`src/resolver_pkg.sv`:
```
// Resolver reader shared definitions
// Chip word layout, bus widths, the register map and the sequencer states

package resolver_pkg;

    // The chip returns 16 data bits followed by 8 fault bits
    localparam int data_width = 16;
    localparam int fault_width = 8;
    localparam int frame_width = data_width + fault_width;

    localparam int period_width = 16;
    localparam int bus_data_width = 32;

    typedef logic [data_width-1:0] resolver_data_t;
    typedef logic [fault_width-1:0] fault_t;

    // Register map of the bus slave
    // Last angle and last speed are read only
    typedef enum logic [3:0] {
        reg_control = 4'd0,
        reg_angle_period = 4'd1,
        reg_speed_period = 4'd2,
        reg_last_angle = 4'd3,
        reg_last_speed = 4'd4,
        reg_fault = 4'd5
    } reg_address_e;

    // The read type is also the low bit of the chip address
    typedef enum logic {
        read_angle = 1'b0,
        read_speed = 1'b1
    } read_type_e;

    typedef enum logic [2:0] {
        idle = 3'd0,
        setup = 3'd1,
        sample = 3'd2,
        settle = 3'd3,
        transfer = 3'd4,
        finish = 3'd5
    } sequencer_state_e;

endpackage

```
`src/read_timer.sv`:
```
// Periodic read timer for the resolver reader
// Two down-counters issue angle and speed read pulses every period plus one cycles

`timescale 1ns/100ps

module read_timer import resolver_pkg::*; (
    input  logic clock,
    input  logic reset,
    input  logic enable,
    input  logic [period_width-1:0] angle_period,
    input  logic [period_width-1:0] speed_period,
    output logic angle_request,
    output logic speed_request
);

    // Channel 0 times angle reads and channel 1 speed reads
    logic [period_width-1:0] period [2];
    logic [period_width-1:0] count [2];
    logic [1:0] expired;

    assign period[0] = angle_period;
    assign period[1] = speed_period;

    // A channel fires on the cycle its counter reaches zero
    always_comb begin
        for (int i = 0; i < 2; i++) begin
            expired[i] = enable && (count[i] == '0);
        end
    end

    always_ff @(posedge clock) begin
        if (!reset) begin
            for (int i = 0; i < 2; i++) begin
                count[i] <= '0;
            end
        end else begin
            for (int i = 0; i < 2; i++) begin
                // Counters sit at their period while disabled so both channels
                // start together once enabled
                if (!enable || expired[i]) begin
                    count[i] <= period[i];
                end else begin
                    count[i] <= count[i] - 1'b1;
                end
            end
        end
    end

    assign angle_request = expired[0];
    assign speed_request = expired[1];

endmodule

```
`src/resolver_interface.sv`:
```
// Resolver-to-digital converter reader, top level
// Connects the register slave, read timer, sequencer and SPI master

`timescale 1ns/100ps

module resolver_interface import resolver_pkg::*; #(
    parameter int SPI_DIVIDER = 2,
    parameter int RESET_CYCLES = 8
) (
    input  logic clock,
    input  logic reset,
    input  reg_address_e bus_address,
    input  logic [bus_data_width-1:0] bus_write_data,
    input  logic bus_write,
    input  logic bus_read,
    output logic [bus_data_width-1:0] bus_read_data,
    output logic bus_read_valid,
    output logic ss,
    output logic sclk,
    output logic mosi,
    input  logic miso,
    output logic [1:0] address,
    output logic [1:0] resolution,
    output logic sample_n,
    output logic reset_n_pin,
    output resolver_data_t angle,
    output logic angle_valid,
    output resolver_data_t speed,
    output logic speed_valid,
    output fault_t fault
);

    logic enable;
    logic [period_width-1:0] angle_period;
    logic [period_width-1:0] speed_period;
    logic [1:0] resolution_setting;
    logic angle_request;
    logic speed_request;
    logic spi_start;
    logic spi_done;
    logic [frame_width-1:0] spi_frame;

    resolver_regs regs (
        .clock(clock), .reset(reset),
        .bus_address(bus_address), .bus_write_data(bus_write_data),
        .bus_write(bus_write), .bus_read(bus_read),
        .angle(angle), .angle_valid(angle_valid),
        .speed(speed), .speed_valid(speed_valid), .fault(fault),
        .bus_read_data(bus_read_data), .bus_read_valid(bus_read_valid),
        .enable(enable), .angle_period(angle_period),
        .speed_period(speed_period), .resolution(resolution_setting)
    );

    read_timer timer (
        .clock(clock), .reset(reset), .enable(enable),
        .angle_period(angle_period), .speed_period(speed_period),
        .angle_request(angle_request), .speed_request(speed_request)
    );

    resolver_sequencer #(.RESET_CYCLES(RESET_CYCLES)) sequencer (
        .clock(clock), .reset(reset),
        .angle_request(angle_request), .speed_request(speed_request),
        .resolution_setting(resolution_setting),
        .spi_done(spi_done), .spi_frame(spi_frame), .spi_start(spi_start),
        .ss(ss), .mosi(mosi), .address(address), .resolution(resolution),
        .sample_n(sample_n), .reset_n_pin(reset_n_pin),
        .angle(angle), .angle_valid(angle_valid),
        .speed(speed), .speed_valid(speed_valid), .fault(fault)
    );

    resolver_spi #(.SPI_DIVIDER(SPI_DIVIDER)) spi (
        .clock(clock), .reset(reset), .start(spi_start), .miso(miso),
        .sclk(sclk), .busy(), .done(spi_done), .frame(spi_frame)
    );

endmodule

```
`src/resolver_regs.sv`:
```
// Resolver reader register bus slave
// Holds control, read periods, last results and the sticky fault byte
// Reads return data one cycle after the read strobe

`timescale 1ns/100ps

module resolver_regs import resolver_pkg::*; (
    input  logic clock,
    input  logic reset,
    input  reg_address_e bus_address,
    input  logic [bus_data_width-1:0] bus_write_data,
    input  logic bus_write,
    input  logic bus_read,
    input  resolver_data_t angle,
    input  logic angle_valid,
    input  resolver_data_t speed,
    input  logic speed_valid,
    input  fault_t fault,
    output logic [bus_data_width-1:0] bus_read_data,
    output logic bus_read_valid,
    output logic enable,
    output logic [period_width-1:0] angle_period,
    output logic [period_width-1:0] speed_period,
    output logic [1:0] resolution
);

    resolver_data_t last_angle;
    resolver_data_t last_speed;
    fault_t sticky_fault;
    fault_t fault_clear;
    fault_t fault_set;
    logic [bus_data_width-1:0] read_word;

    // Writing the fault register clears the bits written as one
    assign fault_clear = (bus_write && bus_address == reg_fault) ?
                         bus_write_data[fault_width-1:0] : '0;
    assign fault_set = (angle_valid || speed_valid) ? fault : '0;

    always_ff @(posedge clock) begin
        if (!reset) begin
            enable <= 1'b0;
            resolution <= '0;
            angle_period <= '0;
            speed_period <= '0;
            last_angle <= '0;
            last_speed <= '0;
            sticky_fault <= '0;
        end else begin
            if (bus_write) begin
                case (bus_address)
                    reg_control: begin
                        enable <= bus_write_data[0];
                        resolution <= bus_write_data[2:1];
                    end
                    reg_angle_period: angle_period <= bus_write_data[period_width-1:0];
                    reg_speed_period: speed_period <= bus_write_data[period_width-1:0];
                    default: ;
                endcase
            end
            if (angle_valid) last_angle <= angle;
            if (speed_valid) last_speed <= speed;
            // A new fault in the same cycle as a clear wins
            sticky_fault <= (sticky_fault & ~fault_clear) | fault_set;
        end
    end

    always_comb begin
        case (bus_address)
            reg_control: read_word = bus_data_width'({resolution, enable});
            reg_angle_period: read_word = bus_data_width'(angle_period);
            reg_speed_period: read_word = bus_data_width'(speed_period);
            reg_last_angle: read_word = bus_data_width'(last_angle);
            reg_last_speed: read_word = bus_data_width'(last_speed);
            reg_fault: read_word = bus_data_width'(sticky_fault);
            default: read_word = '0;
        endcase
    end

    always_ff @(posedge clock) begin
        if (!reset) begin
            bus_read_valid <= 1'b0;
        end else begin
            bus_read_valid <= bus_read;
        end
    end

    always_ff @(posedge clock) begin
        if (bus_read) bus_read_data <= read_word;
    end

endmodule

```
`src/resolver_sequencer.sv`:
```
// Resolver read sequencer
// Drives the chip reset, SAMPLE, address, resolution and SS pins around each
// SPI transfer, arbitrates pending angle and speed reads and routes the
// received data and fault byte to the matching output strobe

`timescale 1ns/100ps

module resolver_sequencer import resolver_pkg::*; #(
    parameter int RESET_CYCLES = 8
) (
    input  logic clock,
    input  logic reset,
    input  logic angle_request,
    input  logic speed_request,
    input  logic [1:0] resolution_setting,
    input  logic spi_done,
    input  logic [frame_width-1:0] spi_frame,
    output logic spi_start,
    output logic ss,
    output logic mosi,
    output logic [1:0] address,
    output logic [1:0] resolution,
    output logic sample_n,
    output logic reset_n_pin,
    output resolver_data_t angle,
    output logic angle_valid,
    output resolver_data_t speed,
    output logic speed_valid,
    output fault_t fault
);

    localparam int reset_count_width = $clog2(RESET_CYCLES + 1);

    sequencer_state_e state;
    read_type_e read_type;
    logic phase;
    logic angle_pending;
    logic speed_pending;
    logic angle_hit;
    logic speed_hit;
    logic [reset_count_width-1:0] reset_count;

    // Requests are dropped until the chip has left reset
    assign angle_hit = angle_request && reset_n_pin;
    assign speed_hit = speed_request && reset_n_pin;

    // Only reads are made so the chip data input stays low
    assign mosi = 1'b0;

    always_ff @(posedge clock) begin
        if (!reset) begin
            reset_count <= '0;
            reset_n_pin <= 1'b0;
        end else if (!reset_n_pin) begin
            if (reset_count == reset_count_width'(RESET_CYCLES - 1)) begin
                reset_n_pin <= 1'b1;
            end else begin
                reset_count <= reset_count + 1'b1;
            end
        end
    end

    always_ff @(posedge clock) begin
        if (!reset) begin
            state <= idle;
            read_type <= read_angle;
            phase <= 1'b0;
            angle_pending <= 1'b0;
            speed_pending <= 1'b0;
            address <= '0;
            resolution <= '0;
            ss <= 1'b1;
            sample_n <= 1'b1;
            spi_start <= 1'b0;
            angle_valid <= 1'b0;
            speed_valid <= 1'b0;
        end else begin
            spi_start <= 1'b0;
            angle_valid <= 1'b0;
            speed_valid <= 1'b0;
            // Repeated requests of one type merge into a single pending flag
            if (angle_hit) angle_pending <= 1'b1;
            if (speed_hit) speed_pending <= 1'b1;
            case (state)
                idle: begin
                    // Resolution pins only move between conversions
                    resolution <= resolution_setting;
                    if (angle_pending || angle_hit) begin
                        read_type <= read_angle;
                        address <= {1'b0, read_angle};
                        angle_pending <= 1'b0;
                        state <= setup;
                    end else if (speed_pending || speed_hit) begin
                        read_type <= read_speed;
                        address <= {1'b0, read_speed};
                        speed_pending <= 1'b0;
                        state <= setup;
                    end
                end
                setup: begin
                    sample_n <= 1'b0;
                    phase <= 1'b0;
                    state <= sample;
                end
                sample: begin
                    phase <= ~phase;
                    if (phase) begin
                        sample_n <= 1'b1;
                        state <= settle;
                    end
                end
                settle: begin
                    phase <= ~phase;
                    if (phase) begin
                        ss <= 1'b0;
                        spi_start <= 1'b1;
                        state <= transfer;
                    end
                end
                transfer: begin
                    if (spi_done) begin
                        ss <= 1'b1;
                        angle_valid <= (read_type == read_angle);
                        speed_valid <= (read_type == read_speed);
                        state <= finish;
                    end
                end
                finish: state <= idle;
                default: state <= idle;
            endcase
        end
    end

    // Split the frame into data and fault and steer the data by read type
    always_ff @(posedge clock) begin
        if (state == transfer && spi_done) begin
            fault <= spi_frame[fault_width-1:0];
            if (read_type == read_angle) begin
                angle <= spi_frame[frame_width-1 -: data_width];
            end else begin
                speed <= spi_frame[frame_width-1 -: data_width];
            end
        end
    end

endmodule

```
`src/resolver_spi.sv`:
```
// SPI master for the resolver chip
// Clocks in one 24-bit word MSB first, SCLK idles high and miso is
// sampled on rising edges. Done pulses 48 divider periods after start

`timescale 1ns/100ps

module resolver_spi import resolver_pkg::*; #(
    parameter int SPI_DIVIDER = 2
) (
    input  logic clock,
    input  logic reset,
    input  logic start,
    input  logic miso,
    output logic sclk,
    output logic busy,
    output logic done,
    output logic [frame_width-1:0] frame
);

    localparam int div_width = (SPI_DIVIDER > 1) ? $clog2(SPI_DIVIDER) : 1;
    localparam int half_periods = 2 * frame_width;
    localparam int half_width = $clog2(half_periods);

    logic [div_width-1:0] div_count;
    logic [half_width-1:0] half_count;
    logic [frame_width-1:0] shift_reg;
    logic half_end;
    logic last_half;

    assign half_end = (div_count == div_width'(SPI_DIVIDER - 1));
    assign last_half = (half_count == half_width'(half_periods - 1));

    // The last half period is the high phase after the final rising edge,
    // so the word is already complete when done is raised
    assign done = busy && half_end && last_half;
    assign frame = shift_reg;

    always_ff @(posedge clock) begin
        if (!reset) begin
            busy <= 1'b0;
            sclk <= 1'b1;
            div_count <= '0;
            half_count <= '0;
        end else if (!busy) begin
            if (start) begin
                busy <= 1'b1;
                sclk <= 1'b0;
                div_count <= '0;
                half_count <= '0;
            end
        end else if (half_end) begin
            div_count <= '0;
            if (last_half) begin
                busy <= 1'b0;
            end else begin
                half_count <= half_count + 1'b1;
                sclk <= ~sclk;
            end
        end else begin
            div_count <= div_count + 1'b1;
        end
    end

    // Sample on the rising edge, which ends each low half period
    always_ff @(posedge clock) begin
        if (busy && half_end && !sclk) begin
            shift_reg <= {shift_reg[frame_width-2:0], miso};
        end
    end

endmodule

```
`config.mk`:
```
export PLATFORM = sky130hd
export DESIGN_NAME = resolver_interface
export DESIGN_NICKNAME = d
export VERILOG_FILES = /design/src/resolver_pkg.sv /design/src/read_timer.sv /design/src/resolver_interface.sv /design/src/resolver_regs.sv /design/src/resolver_sequencer.sv /design/src/resolver_spi.sv
export SDC_FILE = /design/constraint.sdc
export NUM_CORES = 1
export LEC_CHECK = 0
export ABC_AREA = 0
export BUFFER_PORTS_ARGS = -buffer_cell sky130_fd_sc_hd__buf_4
export CORE_MARGIN = 4
export CORE_UTILIZATION = 62
export DETAILED_ROUTE_END_ITERATION = 10
export GPL_TIMING_DRIVEN = 0
export PLACE_DENSITY = 0.85
export SETUP_SLACK_MARGIN = 0.05
export SLEW_MARGIN = 25
export SYNTH_ARGS = -nofsm -noshare
export SYNTH_HDL_FRONTEND = slang
export SYNTH_HIERARCHICAL = 1
export SYNTH_SLANG_ARGS = --single-unit
```
`constraint.sdc`:
```
create_clock -name clock -period 8.4 [get_ports clock]
set_clock_uncertainty 0.15 [all_clocks]
set_input_delay 0.84 -clock clock [delete_from_list [all_inputs] [get_ports clock]]
set_output_delay 0.84 -clock clock [all_outputs]
set_load 0.02 [all_outputs]
```
==> results of run 1 <==
==> placed cells by master (no fill, tap or decap), drive strengths merged, types with 5 or more instances in the layout <==
cell type	instances
a21oi	29
a22oi	13
a311oi	8
buf	137
clkbuf	40
clkinv	6
conb	50
dfxtp	104
edfxtp	112
inv	11
mux2i	96
nand2	85
nand3	18
nor2	52
nor3	8
nor3b	6
o211a	8
o21ai	26
o221ai	5
o22ai	10
o2bb2ai	5
or3	9
or4	10
xnor2	12
xor2	11
==> state kept, by name (all words and copies together) (netlist names), 3 cells and up <==
| register | cells |
|---|---|
| timer/count | 32 |
| regs/speed_period | 16 |
| sequencer/state | 3 |
| regs/sticky_fault | 8 |
| regs/bus_read_data | 16 |
| sequencer/fault | 8 |
| spi/half_count | 6 |
| sequencer/speed | 16 |
| sequencer/reset_count | 4 |
| regs/angle_period | 16 |
| regs/last_angle | 16 |
| spi/frame | 24 |
| sequencer/angle | 16 |
| regs/last_speed | 16 |
==> how the worst max path moves through the flow <==
stage / startpoint / to / slack [ps] / cells after the start
floorplan: spi/half_count[0]$_SDFFE_PN0P_ / sequencer/angle[0]$_DFFE_PP_ / 5680 / 5
global route: timer/count[1][0]$_DFFE_PP_ / sequencer/state[2]$_SDFFE_PN0P_ / 5140 / 9
detailed placement: timer/count[1][0]$_DFFE_PP_ / sequencer/state[2]$_SDFFE_PN0P_ / 5400 / 9
CTS: timer/count[1][0]$_DFFE_PP_ / sequencer/state[2]$_SDFFE_PN0P_ / 5400 / 9
global placement: spi/half_count[0]$_SDFFE_PN0P_ / sequencer/angle[11]$_DFFE_PP_ / 5060 / 5
finish: timer/count[1][0]$_DFFE_PP_ / sequencer/state[2]$_SDFFE_PN0P_ / 5380 / 9
==> metrics by stage <==
stage	instance area (um^2)	std cells	setup WS (ps)	hold WS [ps]
floorplan	9452	819	5680	271.5
global placement	10360	1093	5063	281.2
detailed placement	10360	1093	5397	283.7
CTS	11050	1130	5401	303.3
global route	11050	1130	5136	313.9
finish	11050	1130	5382	303.0
==> layout make-up <==
cell class,count,area (um^2),share of cell area (%)
Inverter,9,33.78,0.3057
Sequential cell,216,5445,49.28
Buffer,64,467.9,4.235
Multi-Input combinational cell,530,3508,31.75
Timing Repair Buffer,90,675.6,6.115
Tap cell,184,230.2,2.084
Clock buffer,26,544.3,4.926
Clock inverter,11,143.9,1.302
==> layer usage <==
| layer | up-vias | wire length, um |
|---|---|---|
| li1 | 3084 | - |
| met1 | 3133 | 9187 |
| met2 | 211 | 10680 |
| met3 | 36 | 1224 |
| met4 | 0 | 462 |
| met5 | - | 0 |
==> power by group through the flow <==
stage	logic (W)	clock network (W)	registers, W
4_1_cts	0.000160	0.000955	0.00114
2_1_floorplan	0.000109	0	0.00116
3_3_place_gp	0.000157	0	0.00116
5_1_grt	0.000176	0.00100	0.00114
6_report	0.000163	0.000950	0.00114
3_5_place_dp	0.000159	0	0.00116
==> critical path, stage by stage, from the launching register on <==
cell and delay, ps:
edfxtp_1 430, inv_1 100, ha_1 180, nor3b_1 540, nand2_1 270, or4_1 560
nor2_1 130, a21oi_1 130, a31o_2 300, nor3_1 150
==> kinds of logic after synthesis <==
kind of cell	count (synthesis)	synth area share, %
flops	216	58.71
other cells	3	0.1214
simple gates	224	12.01
buf+inv	73	5.409
mux	96	10.36
compound gates	133	10.68
fa+ha+maj	4	0.5396
xor+xnor	23	2.172
==> results.md, run 1 <==
* Share of cells above drive strength 1 at 20.40%
* Min-Delay Endpoint: sequencer/fault[0]$_DFFE_PP_
* Port bufs at 90
* Hold/Removal Path Class: register to register
* Met3 Track Usage GR at 3.766%
* Initial DRC count at 620
* Net Sw Power at 0.0005040 W
* Effective utilization at floorplan at 63.58%
* Crit. End Element: register
* Critical Path Source Type: register
* GR peak layer: met2
* R2R depth at 9
* Min Tclk post-route at 3018 ps
* Clk network pwr share at 42.2%
* Comb power frac at 7.2%
* Clock sinks at 216
* Pleak at 4.388 nW
* H-tree Lvls at 1
* Peak Freq at 331.3 MHz
* CTS Root Cell: clkbuf_16
* Width of the die at 130.3 um
* Grt total ovfl at 0
* Power density over the cells at 203.8 nW/um^2
* Cell variety after synth at 69
* YS warnings at 6
* Area Growth Syn to Fin at 19.13%
* Reg2Reg Setup Slack at 5380 ps
* First-pass GRT wire length at 33.44 mm
* Die Area at 16980 um^2
* Final ANT Viol Nets at 0
* Num rows at 44
* Total power at 0.002252 W
* GR met2 Demand/Resource at 43.21%
* Async SR Flop Fraction at 0%
* CTS Buffer Depth at 3
* P_int at 0.001748 W
* Reg2Reg Launch Point: timer/count[1][0]$_DFFE_PP_
* Register bit total from synthesis at 216
* Post-synth top cells: edfxtp_1 (112), dfxtp_1 (104), mux2i_1 (96)
* GPL Wtd Cong at 0.8707
* Diode count at 0
* Worst Path Max Fanout at 5
* Seq/Total Area, Yosys at 58.71%
* Hold Path Origin: spi/frame[0]$_DFFE_PP_
* Most frequent cell after synthesis: edfxtp_1
* Status: completed
* CP arrival at 3280 ps
* Post-detail-place hpwl at 15.71 mm
* Synth area leaders: edfxtp_1 (36%), dfxtp_1 (22%), mux2i_1 (10%), nand2_1 (3.4%), nor2_1 (2.1%)
* Clk pin slew, worst setup/hold paths at 70 ps
* Hold buffer count at CTS at 0
* Final Slew Violations at 0
* # Max-Cap Violations at 0
* Skew-Pair Late Insertion Delay at 490 ps
* Top cell type's share of synthesized area at 36.26%
* TritonCTS clock tree: yes
* Total CTS buffers at 21
* Sequential share of power at 50.6%
* RSZ-0062 raised after global routing: no
* Sw Share at 22.38%
* Setup bufs post-CTS at 0
* Post-synth EDFFs at 112
* Crit share post-route at 35.93%
* Number of vias per cell at 5.720
* Layout fillers at 913
* Largest net degree at the start of global routing at 26
* Peak supply drop at 0.0001949 V
* Drt pass-1 iters at 6
* Initial antenna violation count at 0
* Fin nets at 977
* Global-route usage over all layers at 25.16%
* Synth area leader: edfxtp_1
* Cell Area, Synth at 9275 um^2
* Worst Path Class, Setup: register to register
* Ys flop type: edfxtp_1
* Post-Synthesis Cells at 772
* Die Y at 130.3 um
* TNS Setup at 0 ps
* Core area at 14590 um^2
* Avg Inst Size Synth at 12.01 um^2
* CP required at 8660 ps
* Routed wire length at 21.56 mm
* Met1 global-route usage at 33.50%
* Hold Violations, Final at 0
* Final setup fails at 0
* Final core utilization at 75.74%
* Vias in the first global route at 6322
* DRC Markers at 0
* Drt wl/cell at 19.08 um
* Rel. slew slack at 41.52%
* Hold Path Depth at 0
* Actual slew at the worst max-slew pin at 873.3 ps
* End of the worst register-to-register path: sequencer/state[2]$_SDFFE_PN0P_
* # IOs at 125
* Cts repair resizes at 0
* Vias after detailed routing at 6464
Note: power is estimated with default switching activity, not from simulation.
==> run 2: changes to the inputs <==
--- a/config.mk
+++ b/config.mk
@@ -5,13 +5,13 @@
 export SDC_FILE = /design/constraint.sdc
 export NUM_CORES = 1
 export LEC_CHECK = 0
-export ABC_AREA = 0
+export ABC_AREA = 1
 export BUFFER_PORTS_ARGS = -buffer_cell sky130_fd_sc_hd__buf_4
 export CORE_MARGIN = 4
-export CORE_UTILIZATION = 62
+export CORE_UTILIZATION = 58
 export DETAILED_ROUTE_END_ITERATION = 10
 export GPL_TIMING_DRIVEN = 0
-export PLACE_DENSITY = 0.85
+export PLACE_DENSITY = 0.8
 export SETUP_SLACK_MARGIN = 0.05
 export SLEW_MARGIN = 25
 export SYNTH_ARGS = -nofsm -noshare
==> constraint.sdc (replaced) <==
create_clock -name clock -period 3 [get_ports clock]
set_clock_uncertainty 0.15 [all_clocks]
set_input_delay 0.3 -clock clock [delete_from_list [all_inputs] [get_ports clock]]
set_output_delay 0.3 -clock clock [all_outputs]
set_load 0.02 [all_outputs]
==> run 2 against run 1 <==
- combinational power grew to 3.5 times the previous value
- sequential power rose to 2.8 times the previous value
- clock power grew to 2.9 times the previous value
- clock-buffer cell count decreased by 1
- power grew to 2.9 times the previous value
- critical endpoint is now sequencer/speed[12]$_DFFE_PP_
- largest cell class unchanged
- largest power group unchanged
==> results.md, run 2 <==
* Power density over the cells at 563.4 nW/um^2 (+180%)
* Initial DRC count at 648 (+4.5%)
* Rel. slew slack at 40.78% (-0.74 points)
* Effective utilization at floorplan at 59.67% (-3.9 points)
* Actual slew at the worst max-slew pin at 887.4 ps (+14.08 ps)
* Register name with the most flops: timer/count
* Xor-xnor portion of the synthesized cell area at 0.9141% (-1.3 points)
* Final Slew Violations at 0 (unchanged)
* Met3 Track Usage GR at 4.007% (+0.24 points)
* R2R depth at 7 (-2)
* CTS Root Cell: clkbuf_16
* Crit share post-route at 80.66% (+45 points)
* Worst Path Class, Setup: register to register
* Met1 global-route usage at 32.00% (-1.5 points)
* CP required at 2970 ps (-5690 ps)
* Clock sinks at 216 (unchanged)
* Critical Path Source Type: register
* Top cell type's share of synthesized area at 35.10% (-1.2 points)
* H-tree Lvls at 1 (unchanged)
* YS warnings at 6 (unchanged)
* Min Tclk post-route at 2420 ps (-598.5 ps)
* Peak supply drop at 0.0004391 V (+130%)
* Post-synth top cells: nand2_1 (217), nor2_1 (160), edfxtp_1 (112)
* Drt wl/cell at 15.53 um (-19%)
* Routed wire length at 23.13 mm (+7.3%)
* Reg2Reg Setup Slack at 580 ps (-4800 ps)
* Vias after detailed routing at 7801 (+21%)
* Die Area at 18640 um^2 (+9.8%)
* Share of cells above drive strength 1 at 17.44% (-3.0 points)
* Status: completed
* Final setup fails at 0 (unchanged)
* # IOs at 125 (unchanged)
* Global-route usage over all layers at 24.85% (-0.32 points)
* Core area at 16060 um^2 (+10%)
* RSZ-0062 raised after global routing: no
* Simple-Gate Fraction of Synth Area at 25.78% (+14 points)
* Cell Area, Synth at 9582 um^2 (+3.3%)
* Skew-Pair Late Insertion Delay at 500 ps (about the same)
* Hold/Removal Path Class: primary input to register
* Seq/Total Area, Yosys at 56.83% (-1.9 points)
* Largest net degree at the start of global routing at 25 (-3.8%)
* End of the worst register-to-register path: sequencer/speed[12]$_DFFE_PP_
* Grt total ovfl at 0 (unchanged)
* Reg2Reg Launch Point: spi/half_count[0]$_SDFFE_PN0P_
* Non-Filler Instances at 1489 (+32%)
* Ys flop type: edfxtp_1
* # placed instances at 1431 (+31%)
* CTS Buffer Depth at 3 (unchanged)
* Async SR Flop Fraction at 0% (unchanged)
* Cell variety after synth at 38 (-45%)
* First-pass GRT wire length at 37.11 mm (+11%)
* Place WS at 578.6 ps (-4818 ps)
* Total power at 0.006559 W (+190%)
* Post-Synthesis Cells at 1077 (+40%)
* Final ANT Viol Nets at 0 (unchanged)
* CP arrival at 2390 ps (-890 ps)
* Peak Freq at 413.2 MHz (+25%)
* Post-synth EDFFs at 112 (unchanged)
* Commonest non-fill, non-tap cell in the layout: nand2_1
* Synth Area in Adders at 0.5223% (-0.017 points)
* Most frequent cells in the layout: nand2_1 (217), nor2_1 (157), edfxtp_1 (112)
* Layout fillers at 1140 (+25%)
* Synth area leaders: edfxtp_1 (35%), dfxtp_1 (22%), nand2_1 (8.5%), nor2_1 (6.3%), nand3_1 (5.0%)
* Port bufs at 90 (unchanged)
* Width of the die at 136.5 um (+4.8%)
* Hold Violations, Final at 0 (unchanged)
* GR met2 Demand/Resource at 42.47% (-0.74 points)
* TritonCTS clock tree: yes
* Num rows at 46 (+4.5%)
* GR peak layer: met2
* Worst Path Max Fanout at 16 (+11)
* Pleak at 4.873 nW (+11%)
* Compound-gate portion of the synthesized area at 7.691% (-3.0 points)
* TNS Setup at 0 ps (unchanged)
* Post-detail-place hpwl at 16.83 mm (+7.1%)
* DRC Markers at 0 (unchanged)
* Die Y at 136.5 um (+4.8%)
* Hold Path Origin: bus_read
* Drt pass-1 iters at 6 (unchanged)
* Area Growth Syn to Fin at 21.51%
* Setup slack after layout at 580.1 ps (-4801 ps)
* Worst setup path endpoint: sequencer/speed[12]$_DFFE_PP_
* Number of vias per cell at 5.239 (-8.4%)
* Max reg flops at 32 (unchanged)
* Total CTS buffers at 22 (+4.8%)
* Register bit total from synthesis at 216 (unchanged)
* Initial antenna violation count at 0 (unchanged)
* Synth area leader: edfxtp_1
* # Max-Cap Violations at 0 (unchanged)
* Avg Inst Size Synth at 8.897 um^2 (-26%)
* GPL Wtd Cong at 0.9052 (+4.0%)
* Crit. End Element: register
* Fin nets at 1302 (+33%)
* Multiplexer area fraction after synthesis at 0% (-10 points)
* Vias in the first global route at 7639 (+21%)
* Combinational family with the most area after synthesis: simple AND/OR/NAND/NOR gates
* Crit path from: spi/half_count[0]$_SDFFE_PN0P_
* Diode count at 0 (unchanged)
* Most frequent cell after synthesis: nand2_1
* Clk pin slew, worst setup/hold paths at 60 ps (about the same)
run 2: critical path, stage by stage (launching register included):
cell,delay [ps]
dfxtp_1,370
ha_1,230
nand3_2,130
nor2_1,110
nand2_1,80
inv_1,100
nand3_2,150
nor2_2,710
run 2: worst min-delay path by stage:
stage	slack, ps	endpoint	cells after the start
finish	20	regs/bus_read_valid$_SDFF_PN0_	3
global route	40	regs/bus_read_data[12]$_DFFE_PP_	1
CTS	20	regs/bus_read_valid$_SDFF_PN0_	3
detailed placement	290	sequencer/angle[15]$_DFFE_PP_	0
global placement	270	sequencer/fault[1]$_DFFE_PP_	0
floorplan	250	regs/bus_read_valid$_SDFF_PN0_	2
run 2: repair_timing:
| action | 4_1_cts | 5_1_grt |
|---|---|---|
| hold buffers | 18 | 0 |
| buffers inserted | 0 | 0 |
| endpoints found under the hold margin | 42 | 0 |
| setup endpoints to repair | 0 | 0 |
| gates resized for setup | 0 | 0 |
run 2: cell families (layout without fill, tap and decap cells):
logic type                 Yosys count  after routing
and+or+nand+nor                    543            543
xor gates and xnor gates            10             10
other                                3             50
buffers and inverters              161            310
DFF                                216            216
AOI/OAI and AO/OA                  140            140
adders and majority gates            4              4
run 2: final cells by class:
type / count / area (um^2) / share of cell area [%]
multi-input combinational: 747 / 3545 / 30.45
tap: 216 / 270.3 / 2.321
sequential: 216 / 5445 / 46.77
buffer: 53 / 360.3 / 3.095
inverter: 108 / 420.4 / 3.611
clock inverter: 15 / 151.4 / 1.300
timing repair buffer: 109 / 867.1 / 7.448
clock buffer: 25 / 583.1 / 5.008
run 2: metal layers:
metal,vias to the layer above,routed length [um]
met2,318,11250
met3,57,1675
met1,3585,9496
li1,3841,-
met4,0,708
met5,-,0
run 2: power breakdown:
part | total (W) | internal, W | switching, W
Clock | 0.00277 | 0.00166 | 0.00111
Combinational | 0.000567 | 0.000206 | 0.000360
Sequential | 0.00323 | 0.00316 | 0.0000648
Total | 0.00656 | 0.00502 | 0.00154
run 2: through the flow:
step / hold slack (ps) / area [um^2] / util (%)
3_3_place_gp: 275.0 / 10700 / 66.66
6_report: 17.73 / 11640 / 72.50
2_1_floorplan: 247.6 / 9758 / -
3_5_place_dp: 285.4 / 10730 / 66.81
5_1_grt: 38.19 / 11640 / 72.50
4_1_cts: 15.31 / 11640 / 72.50
